[src/rv_consts.svh]
////////////////////
// Sizes and APB address map of the core
// Addresses are byte addresses on a 12-bit APB bus
// Program length field is 7 bits, lengths above 64 wrap the memory
////////////////////
`ifndef RV_CONSTS_SVH
`define RV_CONSTS_SVH

`define RV_XLEN           32
`define RV_IMEM_DEPTH     64
`define RV_IMEM_AW        6
`define RV_NREGS          32
`define RV_REG_AW         5
`define RV_LEN_W          7
`define RV_APB_AW         12

// Instruction memory window 0x000 to 0x0FC
`define RV_ADDR_IMEM_BASE 12'h000
// Bits 6:0 length, bit 31 start
`define RV_ADDR_CTRL      12'h100
// Bit 0 done, bit 1 busy
`define RV_ADDR_STATUS    12'h104
// Register readback window 0x200 to 0x27C
`define RV_ADDR_REG_BASE  12'h200

`endif

[src/rv_pkg.sv]
////////////////////
// Shared types of the RV32I subset core
// Only LUI, OP_IMM and OP opcodes are decoded
////////////////////
package rv_pkg;

  // Major opcodes
  typedef enum logic [6:0] {
    OPC_LUI    = 7'b0110111,
    OPC_OP_IMM = 7'b0010011,
    OPC_OP     = 7'b0110011
  } rv_opcode_e;

  // funct3 of the ALU ops
  typedef enum logic [2:0] {
    F3_ADD = 3'b000,
    F3_SLL = 3'b001,
    F3_XOR = 3'b100,
    F3_SRL = 3'b101,
    F3_OR  = 3'b110,
    F3_AND = 3'b111
  } rv_funct3_e;

  typedef enum logic [2:0] {
    ALU_ADD,
    ALU_SUB,
    ALU_XOR,
    ALU_OR,
    ALU_AND,
    ALU_SLL,
    ALU_SRL,
    ALU_PASS  // result is operand b
  } rv_alu_op_e;

  typedef enum logic [1:0] {
    ST_IDLE,
    ST_RUN,
    ST_DRAIN
  } rv_run_state_e;

endpackage

[src/rv_stage_if.sv]
////////////////////
// Decode to execute stage link
// wb_* fields double as the forward path into decode
////////////////////
`timescale 1ns/1ns
`include "rv_consts.svh"

interface rv_stage_if import rv_pkg::*; ();

  logic                  valid;
  rv_alu_op_e            alu_op;
  logic [`RV_XLEN-1:0]   operand_a;
  logic [`RV_XLEN-1:0]   operand_b;
  logic [`RV_REG_AW-1:0] rd;

  logic                  wb_en;
  logic [`RV_REG_AW-1:0] wb_rd;
  logic [`RV_XLEN-1:0]   wb_data;

  modport decode_mp (
    output valid, alu_op, operand_a, operand_b, rd,
    input  wb_en, wb_rd, wb_data
  );

  modport exec_mp (
    input  valid, alu_op, operand_a, operand_b, rd,
    output wb_en, wb_rd, wb_data
  );

endinterface

[src/apb_host_port.sv]
////////////////////
// APB slave of the core, no wait states
// Low two address bits are ignored in the memory and register windows
// Memory writes while busy are dropped and flagged with PSLVERR
////////////////////
`timescale 1ns/1ns
`include "rv_consts.svh"

module apb_host_port (
  input  logic                   clk,
  input  logic                   rst_i,
  input  logic                   apb_psel_i,
  input  logic                   apb_penable_i,
  input  logic                   apb_pwrite_i,
  input  logic [`RV_APB_AW-1:0]  apb_paddr_i,
  input  logic [`RV_XLEN-1:0]    apb_pwdata_i,
  output logic [`RV_XLEN-1:0]    apb_prdata_o,
  output logic                   apb_pready_o,
  output logic                   apb_pslverr_o,
  output logic                   imem_we_o,
  output logic [`RV_IMEM_AW-1:0] imem_addr_o,
  output logic [`RV_XLEN-1:0]    imem_wdata_o,
  output logic                   start_o,
  output logic [`RV_LEN_W-1:0]   prog_len_o,
  input  logic                   busy_i,
  input  logic                   done_i,
  output logic [`RV_REG_AW-1:0]  reg_raddr_o,
  input  logic [`RV_XLEN-1:0]    reg_rdata_i
);

  localparam logic [`RV_APB_AW-1:0] IMEM_BASE = `RV_ADDR_IMEM_BASE;
  localparam logic [`RV_APB_AW-1:0] REG_BASE  = `RV_ADDR_REG_BASE;

  logic                 access;
  logic                 wr;
  logic                 imem_hit;
  logic                 ctrl_hit;
  logic                 status_hit;
  logic                 reg_hit;
  logic                 mapped;
  logic [`RV_LEN_W-1:0] len_q;  // last written length, for readback

  assign access     = apb_psel_i && apb_penable_i;
  assign wr         = access && apb_pwrite_i;
  assign imem_hit   = apb_paddr_i[`RV_APB_AW-1:8] == IMEM_BASE[`RV_APB_AW-1:8];
  assign reg_hit    = apb_paddr_i[`RV_APB_AW-1:7] == REG_BASE[`RV_APB_AW-1:7];
  assign ctrl_hit   = apb_paddr_i == `RV_ADDR_CTRL;
  assign status_hit = apb_paddr_i == `RV_ADDR_STATUS;
  assign mapped     = imem_hit || ctrl_hit || status_hit || reg_hit;

  assign imem_we_o    = wr && imem_hit && !busy_i;
  assign imem_addr_o  = apb_paddr_i[`RV_IMEM_AW+1:2];
  assign imem_wdata_o = apb_pwdata_i;
  assign start_o      = wr && ctrl_hit && apb_pwdata_i[31];
  assign prog_len_o   = apb_pwdata_i[`RV_LEN_W-1:0];
  assign reg_raddr_o  = apb_paddr_i[`RV_REG_AW+1:2];

  always_ff @(posedge clk) begin
    if (rst_i) begin
      len_q <= '0;
    end else if (wr && ctrl_hit) begin
      len_q <= apb_pwdata_i[`RV_LEN_W-1:0];
    end
  end

  always_comb begin
    apb_prdata_o = '0;
    if (access && !apb_pwrite_i) begin
      if (status_hit) apb_prdata_o = {{(`RV_XLEN-2){1'b0}}, busy_i, done_i};
      else if (ctrl_hit) apb_prdata_o = {{(`RV_XLEN-`RV_LEN_W){1'b0}}, len_q};
      else if (reg_hit) apb_prdata_o = reg_rdata_i;
    end
  end

  assign apb_pready_o  = 1'b1;
  assign apb_pslverr_o = access && (!mapped ||
                         (apb_pwrite_i && (status_hit || reg_hit)) ||
                         (apb_pwrite_i && imem_hit && busy_i));

endmodule

[src/instr_fetch.sv]
////////////////////
// Instruction memory, PC and run control
// Start is only taken in IDLE, done stays set until the next start
////////////////////
`timescale 1ns/1ns
`include "rv_consts.svh"

module instr_fetch import rv_pkg::*; (
  input  logic                   clk,
  input  logic                   rst_i,
  input  logic                   imem_we_i,
  input  logic [`RV_IMEM_AW-1:0] imem_addr_i,
  input  logic [`RV_XLEN-1:0]    imem_wdata_i,
  input  logic                   start_i,
  input  logic [`RV_LEN_W-1:0]   prog_len_i,
  input  logic                   retire_i,
  output logic [`RV_XLEN-1:0]    instr_o,
  output logic                   instr_valid_o,
  input  logic                   decode_ready_i,
  output logic                   busy_o,
  output logic                   done_o
);

  logic [`RV_XLEN-1:0]  imem [`RV_IMEM_DEPTH];
  rv_run_state_e        state_q;
  logic [`RV_LEN_W-1:0] pc_q;
  logic [`RV_LEN_W-1:0] len_q;
  logic [`RV_LEN_W-1:0] retired_q;
  logic [`RV_LEN_W-1:0] retired_next;
  logic                 done_q;
  logic                 fetch_go;
  logic                 load;

  assign fetch_go     = !instr_valid_o || decode_ready_i;  // output reg free
  assign load         = (state_q == ST_RUN) && fetch_go && (pc_q < len_q);
  assign retired_next = retired_q + {{(`RV_LEN_W-1){1'b0}}, retire_i};

  always_ff @(posedge clk) begin
    if (imem_we_i) imem[imem_addr_i] <= imem_wdata_i;
  end

  always_ff @(posedge clk) begin
    if (load) instr_o <= imem[pc_q[`RV_IMEM_AW-1:0]];
  end

  always_ff @(posedge clk) begin
    if (rst_i) begin
      state_q       <= ST_IDLE;
      pc_q          <= '0;
      len_q         <= '0;
      retired_q     <= '0;
      done_q        <= 1'b0;
      instr_valid_o <= 1'b0;
    end else begin
      retired_q <= retired_next;
      case (state_q)
        ST_IDLE: begin
          if (start_i) begin
            pc_q      <= '0;
            retired_q <= '0;
            len_q     <= prog_len_i;
            done_q    <= (prog_len_i == '0);  // empty program is done at once
            if (prog_len_i != '0) state_q <= ST_RUN;
          end
        end
        ST_RUN: begin
          if (load) begin
            instr_valid_o <= 1'b1;
            pc_q          <= pc_q + {{(`RV_LEN_W-1){1'b0}}, 1'b1};
          end else if (fetch_go) begin
            instr_valid_o <= 1'b0;
            state_q       <= ST_DRAIN;
          end
        end
        ST_DRAIN: begin
          if (retired_next == len_q) begin
            state_q <= ST_IDLE;
            done_q  <= 1'b1;
          end
        end
        default: state_q <= ST_IDLE;
      endcase
    end
  end

  assign busy_o = state_q != ST_IDLE;
  assign done_o = done_q;

endmodule

[src/instr_decode.sv]
////////////////////
// Decode stage with forwarding from execute
// Unsupported encodings become PASS with rd = x0
// Always ready, since execute never stalls
////////////////////
`timescale 1ns/1ns
`include "rv_consts.svh"

module instr_decode import rv_pkg::*; (
  input  logic                  clk,
  input  logic                  rst_i,
  input  logic [`RV_XLEN-1:0]   instr_i,
  input  logic                  instr_valid_i,
  output logic                  decode_ready_o,
  output logic [`RV_REG_AW-1:0] rs1_o,
  output logic [`RV_REG_AW-1:0] rs2_o,
  input  logic [`RV_XLEN-1:0]   rs1_data_i,
  input  logic [`RV_XLEN-1:0]   rs2_data_i,
  rv_stage_if.decode_mp         stage
);

  rv_opcode_e            opcode;
  rv_funct3_e            funct3;
  logic [6:0]            funct7;
  logic [`RV_REG_AW-1:0] rd_f;
  logic [`RV_XLEN-1:0]   u_imm;
  logic [`RV_XLEN-1:0]   i_imm;
  logic [`RV_XLEN-1:0]   imm;
  logic                  use_rs1;
  logic                  use_imm;
  rv_alu_op_e            alu_op_d;
  logic [`RV_REG_AW-1:0] rd_d;
  logic                  fwd_a;
  logic                  fwd_b;
  logic [`RV_XLEN-1:0]   rs1_val;
  logic [`RV_XLEN-1:0]   rs2_val;

  assign opcode = rv_opcode_e'(instr_i[6:0]);
  assign rd_f   = instr_i[11:7];
  assign funct3 = rv_funct3_e'(instr_i[14:12]);
  assign rs1_o  = instr_i[19:15];
  assign rs2_o  = instr_i[24:20];
  assign funct7 = instr_i[31:25];

  assign u_imm = {instr_i[31:12], 12'b0};
  assign i_imm = {{20{instr_i[31]}}, instr_i[31:20]};

  assign decode_ready_o = 1'b1;

  always_comb begin
    alu_op_d = ALU_PASS;
    rd_d     = '0;
    use_rs1  = 1'b0;
    use_imm  = 1'b0;
    imm      = i_imm;
    case (opcode)
      OPC_LUI: begin
        rd_d    = rd_f;
        use_imm = 1'b1;
        imm     = u_imm;
      end
      OPC_OP_IMM: begin
        rd_d    = rd_f;
        use_rs1 = 1'b1;
        use_imm = 1'b1;
        case (funct3)
          F3_ADD: alu_op_d = ALU_ADD;
          F3_XOR: alu_op_d = ALU_XOR;
          F3_OR:  alu_op_d = ALU_OR;
          F3_AND: alu_op_d = ALU_AND;
          F3_SLL: if (funct7 == 7'b0) alu_op_d = ALU_SLL; else rd_d = '0;
          F3_SRL: if (funct7 == 7'b0) alu_op_d = ALU_SRL; else rd_d = '0;  // no SRAI
          default: rd_d = '0;
        endcase
      end
      OPC_OP: begin
        rd_d    = rd_f;
        use_rs1 = 1'b1;
        case (funct3)
          F3_ADD: alu_op_d = funct7[5] ? ALU_SUB : ALU_ADD;
          F3_XOR: alu_op_d = ALU_XOR;
          F3_OR:  alu_op_d = ALU_OR;
          F3_AND: alu_op_d = ALU_AND;
          default: rd_d = '0;
        endcase
      end
      default: ;
    endcase
  end

  // Result still in execute, not yet in the register file
  assign fwd_a   = stage.wb_en && (stage.wb_rd == rs1_o) && (rs1_o != '0);
  assign fwd_b   = stage.wb_en && (stage.wb_rd == rs2_o) && (rs2_o != '0);
  assign rs1_val = fwd_a ? stage.wb_data : rs1_data_i;
  assign rs2_val = fwd_b ? stage.wb_data : rs2_data_i;

  always_ff @(posedge clk) begin
    if (rst_i) begin
      stage.valid <= 1'b0;
    end else if (decode_ready_o) begin
      stage.valid <= instr_valid_i;
    end
  end

  always_ff @(posedge clk) begin
    if (instr_valid_i && decode_ready_o) begin
      stage.alu_op    <= alu_op_d;
      stage.operand_a <= use_rs1 ? rs1_val : '0;
      stage.operand_b <= use_imm ? imm : rs2_val;
      stage.rd        <= rd_d;
    end
  end

endmodule

[src/reg_file.sv]
////////////////////
// Architectural registers, x0 reads zero
// Reads are combinational, no write-to-read bypass
////////////////////
`timescale 1ns/1ns
`include "rv_consts.svh"

module reg_file (
  input  logic                  clk,
  input  logic                  rst_i,
  input  logic [`RV_REG_AW-1:0] rs1_i,
  input  logic [`RV_REG_AW-1:0] rs2_i,
  output logic [`RV_XLEN-1:0]   rs1_data_o,
  output logic [`RV_XLEN-1:0]   rs2_data_o,
  input  logic                  wb_en_i,
  input  logic [`RV_REG_AW-1:0] wb_rd_i,
  input  logic [`RV_XLEN-1:0]   wb_data_i,
  input  logic [`RV_REG_AW-1:0] host_raddr_i,
  output logic [`RV_XLEN-1:0]   host_rdata_o
);

  logic [`RV_XLEN-1:0] regs [1:`RV_NREGS-1];  // no storage for x0

  always_ff @(posedge clk) begin
    if (rst_i) begin
      for (int i = 1; i < `RV_NREGS; i++) begin
        regs[i] <= '0;
      end
    end else if (wb_en_i && wb_rd_i != '0) begin
      regs[wb_rd_i] <= wb_data_i;
    end
  end

  assign rs1_data_o   = (rs1_i == '0) ? '0 : regs[rs1_i];
  assign rs2_data_o   = (rs2_i == '0) ? '0 : regs[rs2_i];
  assign host_rdata_o = (host_raddr_i == '0) ? '0 : regs[host_raddr_i];

endmodule

[src/exec_unit.sv]
////////////////////
// Execute and writeback stage
// Shifts use the low 5 bits of operand b
// retire_o follows the register write by one cycle
////////////////////
`timescale 1ns/1ns
`include "rv_consts.svh"

module exec_unit import rv_pkg::*; (
  input  logic        clk,
  input  logic        rst_i,
  rv_stage_if.exec_mp stage,
  output logic        retire_o
);

  logic [`RV_XLEN-1:0] result;
  logic [4:0]          shamt;
  logic                retire_q;

  assign shamt = stage.operand_b[4:0];

  always_comb begin
    case (stage.alu_op)
      ALU_ADD: result = stage.operand_a + stage.operand_b;
      ALU_SUB: result = stage.operand_a - stage.operand_b;  // wraps on borrow
      ALU_XOR: result = stage.operand_a ^ stage.operand_b;
      ALU_OR:  result = stage.operand_a | stage.operand_b;
      ALU_AND: result = stage.operand_a & stage.operand_b;
      ALU_SLL: result = stage.operand_a << shamt;
      ALU_SRL: result = stage.operand_a >> shamt;
      default: result = stage.operand_b;  // PASS for LUI
    endcase
  end

  // Also the forward source seen by decode
  assign stage.wb_en   = stage.valid && (stage.rd != '0);
  assign stage.wb_rd   = stage.rd;
  assign stage.wb_data = result;

  // No-ops retire too, so fetch can match the count to the length
  always_ff @(posedge clk) begin
    if (rst_i) begin
      retire_q <= 1'b0;
    end else begin
      retire_q <= stage.valid;
    end
  end

  assign retire_o = retire_q;

endmodule

[src/rv_core_top.sv]
////////////////////
// RV32I subset core with APB host access
// Load memory, write length with start, poll done, read registers
////////////////////
`timescale 1ns/1ns
`include "rv_consts.svh"

module rv_core_top (
  input  logic                  clk,
  input  logic                  rst_i,
  input  logic                  apb_psel_i,
  input  logic                  apb_penable_i,
  input  logic                  apb_pwrite_i,
  input  logic [`RV_APB_AW-1:0] apb_paddr_i,
  input  logic [`RV_XLEN-1:0]   apb_pwdata_i,
  output logic [`RV_XLEN-1:0]   apb_prdata_o,
  output logic                  apb_pready_o,
  output logic                  apb_pslverr_o
);

  logic                   imem_we;
  logic [`RV_IMEM_AW-1:0] imem_addr;
  logic [`RV_XLEN-1:0]    imem_wdata;
  logic                   start;
  logic [`RV_LEN_W-1:0]   prog_len;
  logic                   busy;
  logic                   done;
  logic                   retire;
  logic [`RV_XLEN-1:0]    instr;
  logic                   instr_valid;
  logic                   decode_ready;
  logic [`RV_REG_AW-1:0]  rs1;
  logic [`RV_REG_AW-1:0]  rs2;
  logic [`RV_XLEN-1:0]    rs1_data;
  logic [`RV_XLEN-1:0]    rs2_data;
  logic [`RV_REG_AW-1:0]  host_raddr;
  logic [`RV_XLEN-1:0]    host_rdata;

  rv_stage_if stage_if ();

  apb_host_port apb_host_port_inst (
    .clk           (clk),
    .rst_i         (rst_i),
    .apb_psel_i    (apb_psel_i),
    .apb_penable_i (apb_penable_i),
    .apb_pwrite_i  (apb_pwrite_i),
    .apb_paddr_i   (apb_paddr_i),
    .apb_pwdata_i  (apb_pwdata_i),
    .apb_prdata_o  (apb_prdata_o),
    .apb_pready_o  (apb_pready_o),
    .apb_pslverr_o (apb_pslverr_o),
    .imem_we_o     (imem_we),
    .imem_addr_o   (imem_addr),
    .imem_wdata_o  (imem_wdata),
    .start_o       (start),
    .prog_len_o    (prog_len),
    .busy_i        (busy),
    .done_i        (done),
    .reg_raddr_o   (host_raddr),
    .reg_rdata_i   (host_rdata)
  );

  instr_fetch instr_fetch_inst (
    .clk            (clk),
    .rst_i          (rst_i),
    .imem_we_i      (imem_we),
    .imem_addr_i    (imem_addr),
    .imem_wdata_i   (imem_wdata),
    .start_i        (start),
    .prog_len_i     (prog_len),
    .retire_i       (retire),
    .instr_o        (instr),
    .instr_valid_o  (instr_valid),
    .decode_ready_i (decode_ready),
    .busy_o         (busy),
    .done_o         (done)
  );

  instr_decode instr_decode_inst (
    .clk            (clk),
    .rst_i          (rst_i),
    .instr_i        (instr),
    .instr_valid_i  (instr_valid),
    .decode_ready_o (decode_ready),
    .rs1_o          (rs1),
    .rs2_o          (rs2),
    .rs1_data_i     (rs1_data),
    .rs2_data_i     (rs2_data),
    .stage          (stage_if)
  );

  reg_file reg_file_inst (
    .clk          (clk),
    .rst_i        (rst_i),
    .rs1_i        (rs1),
    .rs2_i        (rs2),
    .rs1_data_o   (rs1_data),
    .rs2_data_o   (rs2_data),
    .wb_en_i      (stage_if.wb_en),
    .wb_rd_i      (stage_if.wb_rd),
    .wb_data_i    (stage_if.wb_data),
    .host_raddr_i (host_raddr),
    .host_rdata_o (host_rdata)
  );

  exec_unit exec_unit_inst (
    .clk      (clk),
    .rst_i    (rst_i),
    .stage    (stage_if),
    .retire_o (retire)
  );

endmodule

[config.mk]
export PLATFORM = sky130hd
export DESIGN_NAME = rv_core_top
export DESIGN_NICKNAME = d
export VERILOG_FILES = /design/src/rv_pkg.sv /design/src/rv_stage_if.sv /design/src/apb_host_port.sv /design/src/instr_fetch.sv /design/src/instr_decode.sv /design/src/reg_file.sv /design/src/exec_unit.sv /design/src/rv_core_top.sv
export VERILOG_INCLUDE_DIRS = /design/src /design/src/src
export SDC_FILE = /design/constraint.sdc
export NUM_CORES = 2
export LEC_CHECK = 0
export BUFFER_PORTS_ARGS = -buffer_cell sky130_fd_sc_hd__buf_2
export CELL_PAD_IN_SITES_DETAIL_PLACEMENT = 0
export CELL_PAD_IN_SITES_GLOBAL_PLACEMENT = 2
export CORE_MARGIN = 2
export CORE_UTILIZATION = 54
export DETAILED_ROUTE_END_ITERATION = 10
export HOLD_SLACK_MARGIN = 0.05
export PLACE_DENSITY = 0.82
export SLEW_MARGIN = 20
export SYNTH_ARGS = -nofsm -noshare
export SYNTH_HDL_FRONTEND = slang
export SYNTH_SLANG_ARGS = --single-unit
[constraint.sdc]
create_clock -name clk -period 10.2 [get_ports clk]
set_input_delay 1.53 -clock clk [delete_from_list [all_inputs] [get_ports clk]]
set_output_delay 1.53 -clock clk [all_outputs]
set_load 0.05 [all_outputs]
==> flow_results.org <==
** Synth
- After synthesis the netlist holds a flip-flop and latch count of 3210.
- The largest total area in the synthesized netlist belongs to sky130_fd_sc_hd__edfxtp_1.
- Average cell area after synthesis :: 18.28 sq um
- Post-Synthesis Cells :: 8306
- Share of synthesized flip-flops with an asynchronous set or reset :: 0%
- Mapped cell area :: 151800 sq um
- Most frequently used flop master after synthesis :: sky130_fd_sc_hd__edfxtp_1
- Warnings from Yosys :: 0
- Yosys attributes the largest share of cell area to sky130_fd_sc_hd__edfxtp_1, sky130_fd_sc_hd__mux4_2, sky130_fd_sc_hd__nor2_1.
- The synthesized design contains 3176 enable-type register cells.
- Sequential area share after synthesis :: 63.26%
- Share of the synthesized area in the top cell type :: 62.81%
- Unique cell type count in the Yosys netlist :: 102

** Worst setup path
- Among all stages on the critical path, the largest delay is contributed by sky130_fd_sc_hd__mux2i_1.
- Worst setup EP type :: output port
- Capturing point of the worst reg2reg path :: reg_file_inst.regs[1][30]$_SDFFCE_PN0P_
- The critical path is of the input port to output port type.
- Among the stages of the critical path, the cell type that occurs most often is sky130_fd_sc_hd__mux4_2.
- The number of cells on the worst reg-to-reg path is 21.
- Start of the worst register-to-register path :: instr_decode_inst.stage.operand_b[0]$_DFFE_PP_
- Worst setup slack for register-to-register paths :: 3370 ps
- Sequence of cells on the critical path :: buf_8 > buf_12 > mux4_2 > mux4_2 > mux2i_1 > nor2_1 > buf_2
- Along the worst path, the maximum fanout reaches 92.
- For this run, the slowest stage of the critical path takes 730 ps.
- Required @ worst endpoint :: 8670 ps
- STA puts the critical path data arrival time at 5300 ps.
- The worst setup path is launched from an input port.

** Place
- Number of placed cells counting well taps :: 11705
- Input and output buffers added on the ports amount to 81.
- In this run the cell area measured after placement is 157300 sq um.
- At the end of routability-driven placement, the weighted congestion stood at 0.9239.
- HPWL reported at the end of detailed placement :: 266.2 mm

** GRT
- Largest net degree at the start of global routing :: 131
- In this run the most used layer during global routing was met2.
- Global routing usage summed across all routing layers :: 33.55%
- Global routing finished with a remaining overflow of 0.
- Global routing consumed, on the met3 layer, 6.408% of the routing resources.
- The via count of the first global-routing pass came to 87241.
- The initial antenna violation count came to 16.
- The first global-routing pass estimated 668.9 mm of wire.
- Met1 usage in global routing :: 44.88%
- Met2 usage :: 53.40%

** CTS
- Clk sink count :: 3210
- Counting the buffers created by CTS gives 335.
- The clock passes through at most 4 buffers.
- Clock transition time at the flip-flop clock pins of the worst setup and hold paths :: 60 ps
- Count of hold buffers inserted by post-cts repair :: 0
- TritonCTS built the clock tree.
- Cells resized by post-CTS repair :: 0
- Root Buffer :: sky130_fd_sc_hd__clkbuf_16
- Buffer count from post-CTS setup fixing :: 0
- Clock H-tree levels :: 5
- Worst skew pair latency :: 950 ps

** Timing
- Summed over all failing endpoints, the final setup total negative slack is 0 ps.
- After layout, the worst path uses 66.95% of the clock period.
- Static timing analysis puts the maximum clock frequency at 0.1464 GHz.
- Final number of hold-violating endpoints :: 0
- At the pin with the least slew margin, the transition time is 1215 ps.
- Final setup violation count :: 0
- Slew Limit Headroom :: 16.70%
- The clock arrives with 71.57 ps of skew.
- Final critical path time including I/O delays and setup :: 6829 ps
- The final number of max-transition violations was 0.
- Setup repair after global routing missed its margin :: no

** Route
- Overall routed net length :: 476.2 mm
- DRC violations left :: 0
- First-pass DRT Iterations :: 6
- Detailed-route wire length per cell :: 38.65 microns
- The detail route stage leaves a number of antenna-violating nets equal to 0.
- The final route contains 87351 vias.
- In the routed layout, each cell is associated on average with a via count of 7.089.
- For this block, the initial DRC count from the detailed router was 12782.

** Finish
- Fill cells in the final layout number 20006.
- For this run, the number of standard cells in the final layout without fillers is 12322.
- Cell area after layout :: 168200 sq um
- Net total in the final layout :: 8476
- Commonest cells after routing, fill and taps aside :: sky130_fd_sc_hd__edfxtp_1, sky130_fd_sc_hd__mux4_2, sky130_fd_sc_hd__nor2_1
- Cells with a size suffix above 1 make up 31.91% of the layout.
- Leaving out fill and tap cells, the most frequent cell in the layout is sky130_fd_sc_hd__edfxtp_1.
- Layout overhead on the synthesized area :: 10.75%

** Min path
- Worst hold path class :: register to register
- Sink of the worst hold path :: instr_fetch_inst.len_q[6]$_SDFFE_PP0P_
- Count of cells along the worst hold path :: 2
- The worst hold path begins at instr_fetch_inst.len_q[6]$_SDFFE_PP0P_.

** Die
- Initial core utilization :: 54.30%
- Measured along the x axis, the die boundary spans 534.3 microns.
- The die is 534.3 microns tall.
- The die covers 285500 sq um.
- Number of top-level pins :: 83
- Row cnt :: 194
- Floorplan core area :: 279600 sq um

** Power and ir drop
- Leakage component of the power :: 54.12 nW
- Power per cell area :: 164.9 nW/um^2
- Worst vdd rail ir drop :: 203.3 uV

** Run
- Maximum capacitance violations :: 0

** Run status
- The flow ran to the end, and the final reports show no timing, DRC or antenna violations.
## metal layers
layer	up-vias	wire length [microns]
li1	34161	-
met1	46405	169900
met2	5686	229000
met3	1095	49290
met4	4	28020
met5	-	32
## critical path, delay by kind of cell
family	cells	cell delay, ps
buffers and inverters	3	1430
muxes	3	1850
and+or+nand+nor	1	130
## layout make-up
| class | count | area (sq um) | area share (%) |
|---|---|---|---|
| Tap cell | 3724 | 4659 | 2.771 |
| Sequential cell | 3210 | 96070 | 57.13 |
| Inverter | 118 | 442.9 | 0.2634 |
| Multi-Input combinational cell | 4312 | 53440 | 31.78 |
| Clock inverter | 210 | 2148 | 1.278 |
| Timing Repair Buffer | 343 | 2716 | 1.615 |
| Antenna cell | 5 | 12.51 | 0.007440 |
| Clock buffer | 400 | 8670 | 5.155 |
## where the power goes
group,switching (mW),internal (mW),leakage (nW),total [mW]
Clock,5.22,6.88,5.26,12.1
Combinational,0.552,0.347,18.7,0.899
Sequential,0.103,14.6,30.2,14.7
Total,5.87,21.9,54.1,27.7
## state kept, by name, summed over array words and instances, names as in the netlist, 2 cells and up
signal                             flops
apb_host_port_inst.len_q               7
instr_fetch_inst.imem               2048
instr_decode_inst.stage.rd             5
instr_fetch_inst.len_q                 7
instr_fetch_inst.instr_o              32
instr_fetch_inst.retired_q             7
instr_decode_inst.stage.operand_a     32
instr_fetch_inst.state_q               2
instr_fetch_inst.pc_q                  7
instr_decode_inst.stage.operand_b     32
instr_decode_inst.stage.alu_op         3
reg_file_inst.regs                  1024
## synth_stat cells (29+ instances only)
master                        n
sky130_fd_sc_hd__a211oi_1    33
sky130_fd_sc_hd__a21oi_1    154
sky130_fd_sc_hd__a221oi_1    30
sky130_fd_sc_hd__buf_1      126
sky130_fd_sc_hd__buf_2      148
sky130_fd_sc_hd__clkbuf_1   404
sky130_fd_sc_hd__dfxtp_1     34
sky130_fd_sc_hd__edfxtp_1  3176
sky130_fd_sc_hd__ha_1       106
sky130_fd_sc_hd__inv_1      113
sky130_fd_sc_hd__mux2_2      41
sky130_fd_sc_hd__mux2i_1    150
sky130_fd_sc_hd__mux4_2    1661
sky130_fd_sc_hd__nand2_1    188
sky130_fd_sc_hd__nand2b_1    52
sky130_fd_sc_hd__nand3_1     35
sky130_fd_sc_hd__nor2_1    1215
sky130_fd_sc_hd__nor2_4      29
sky130_fd_sc_hd__o21ai_0     98
sky130_fd_sc_hd__o22ai_1     62
sky130_fd_sc_hd__xnor2_1     60
## metrics by stage
stage / hold WS (ps) / worst slack, ps / power, mW / utilization (%)
final: 450.2 / 3371 / 27.72 / 60.14
after detailed placement: 446.3 / 3386 / 15.88 / 56.24
after floorplan: 431.5 / 4686 / 15.44 / -
after CTS: 453.0 / 3381 / 27.83 / 60.11
after global routing: 486.9 / 2933 / 28.39 / 60.14
after global placement: 437.7 / 3412 / 15.85 / 56.24
## kinds of logic after synthesis
family                   count (synthesis)  share of synthesized area, %
flip-flops                            3210                         63.26
XOR/XNOR                                76                        0.4384
buffers and inverters                  815                         2.217
adder cells (fa/ha/maj)                107                        0.8866
AND/OR/NAND/NOR                       1679                         4.772
multiplexers                          1855                         25.98
AO/OA/AOI/OAI                          562                         2.444
other                                    2                      0.004946
## how the worst max path moves through the flow
stage               cells after the start  slack [ps]                                            from                                      end
floorplan                               7        4690                                  apb_paddr_i[2]                          apb_prdata_o[1]
global route                           21        2930  instr_decode_inst.stage.operand_b[0]$_DFFE_PP_  reg_file_inst.regs[3][30]$_SDFFCE_PN0P_
CTS                                     7        3380                                  apb_paddr_i[2]                         apb_prdata_o[12]
detailed placement                      7        3390                                  apb_paddr_i[2]                         apb_prdata_o[12]
global placement                        7        3410                                  apb_paddr_i[2]                         apb_prdata_o[12]
finish                                  7        3370                                  apb_paddr_i[2]                         apb_prdata_o[18]
Note: power is estimated with default switching activity, not from simulation.
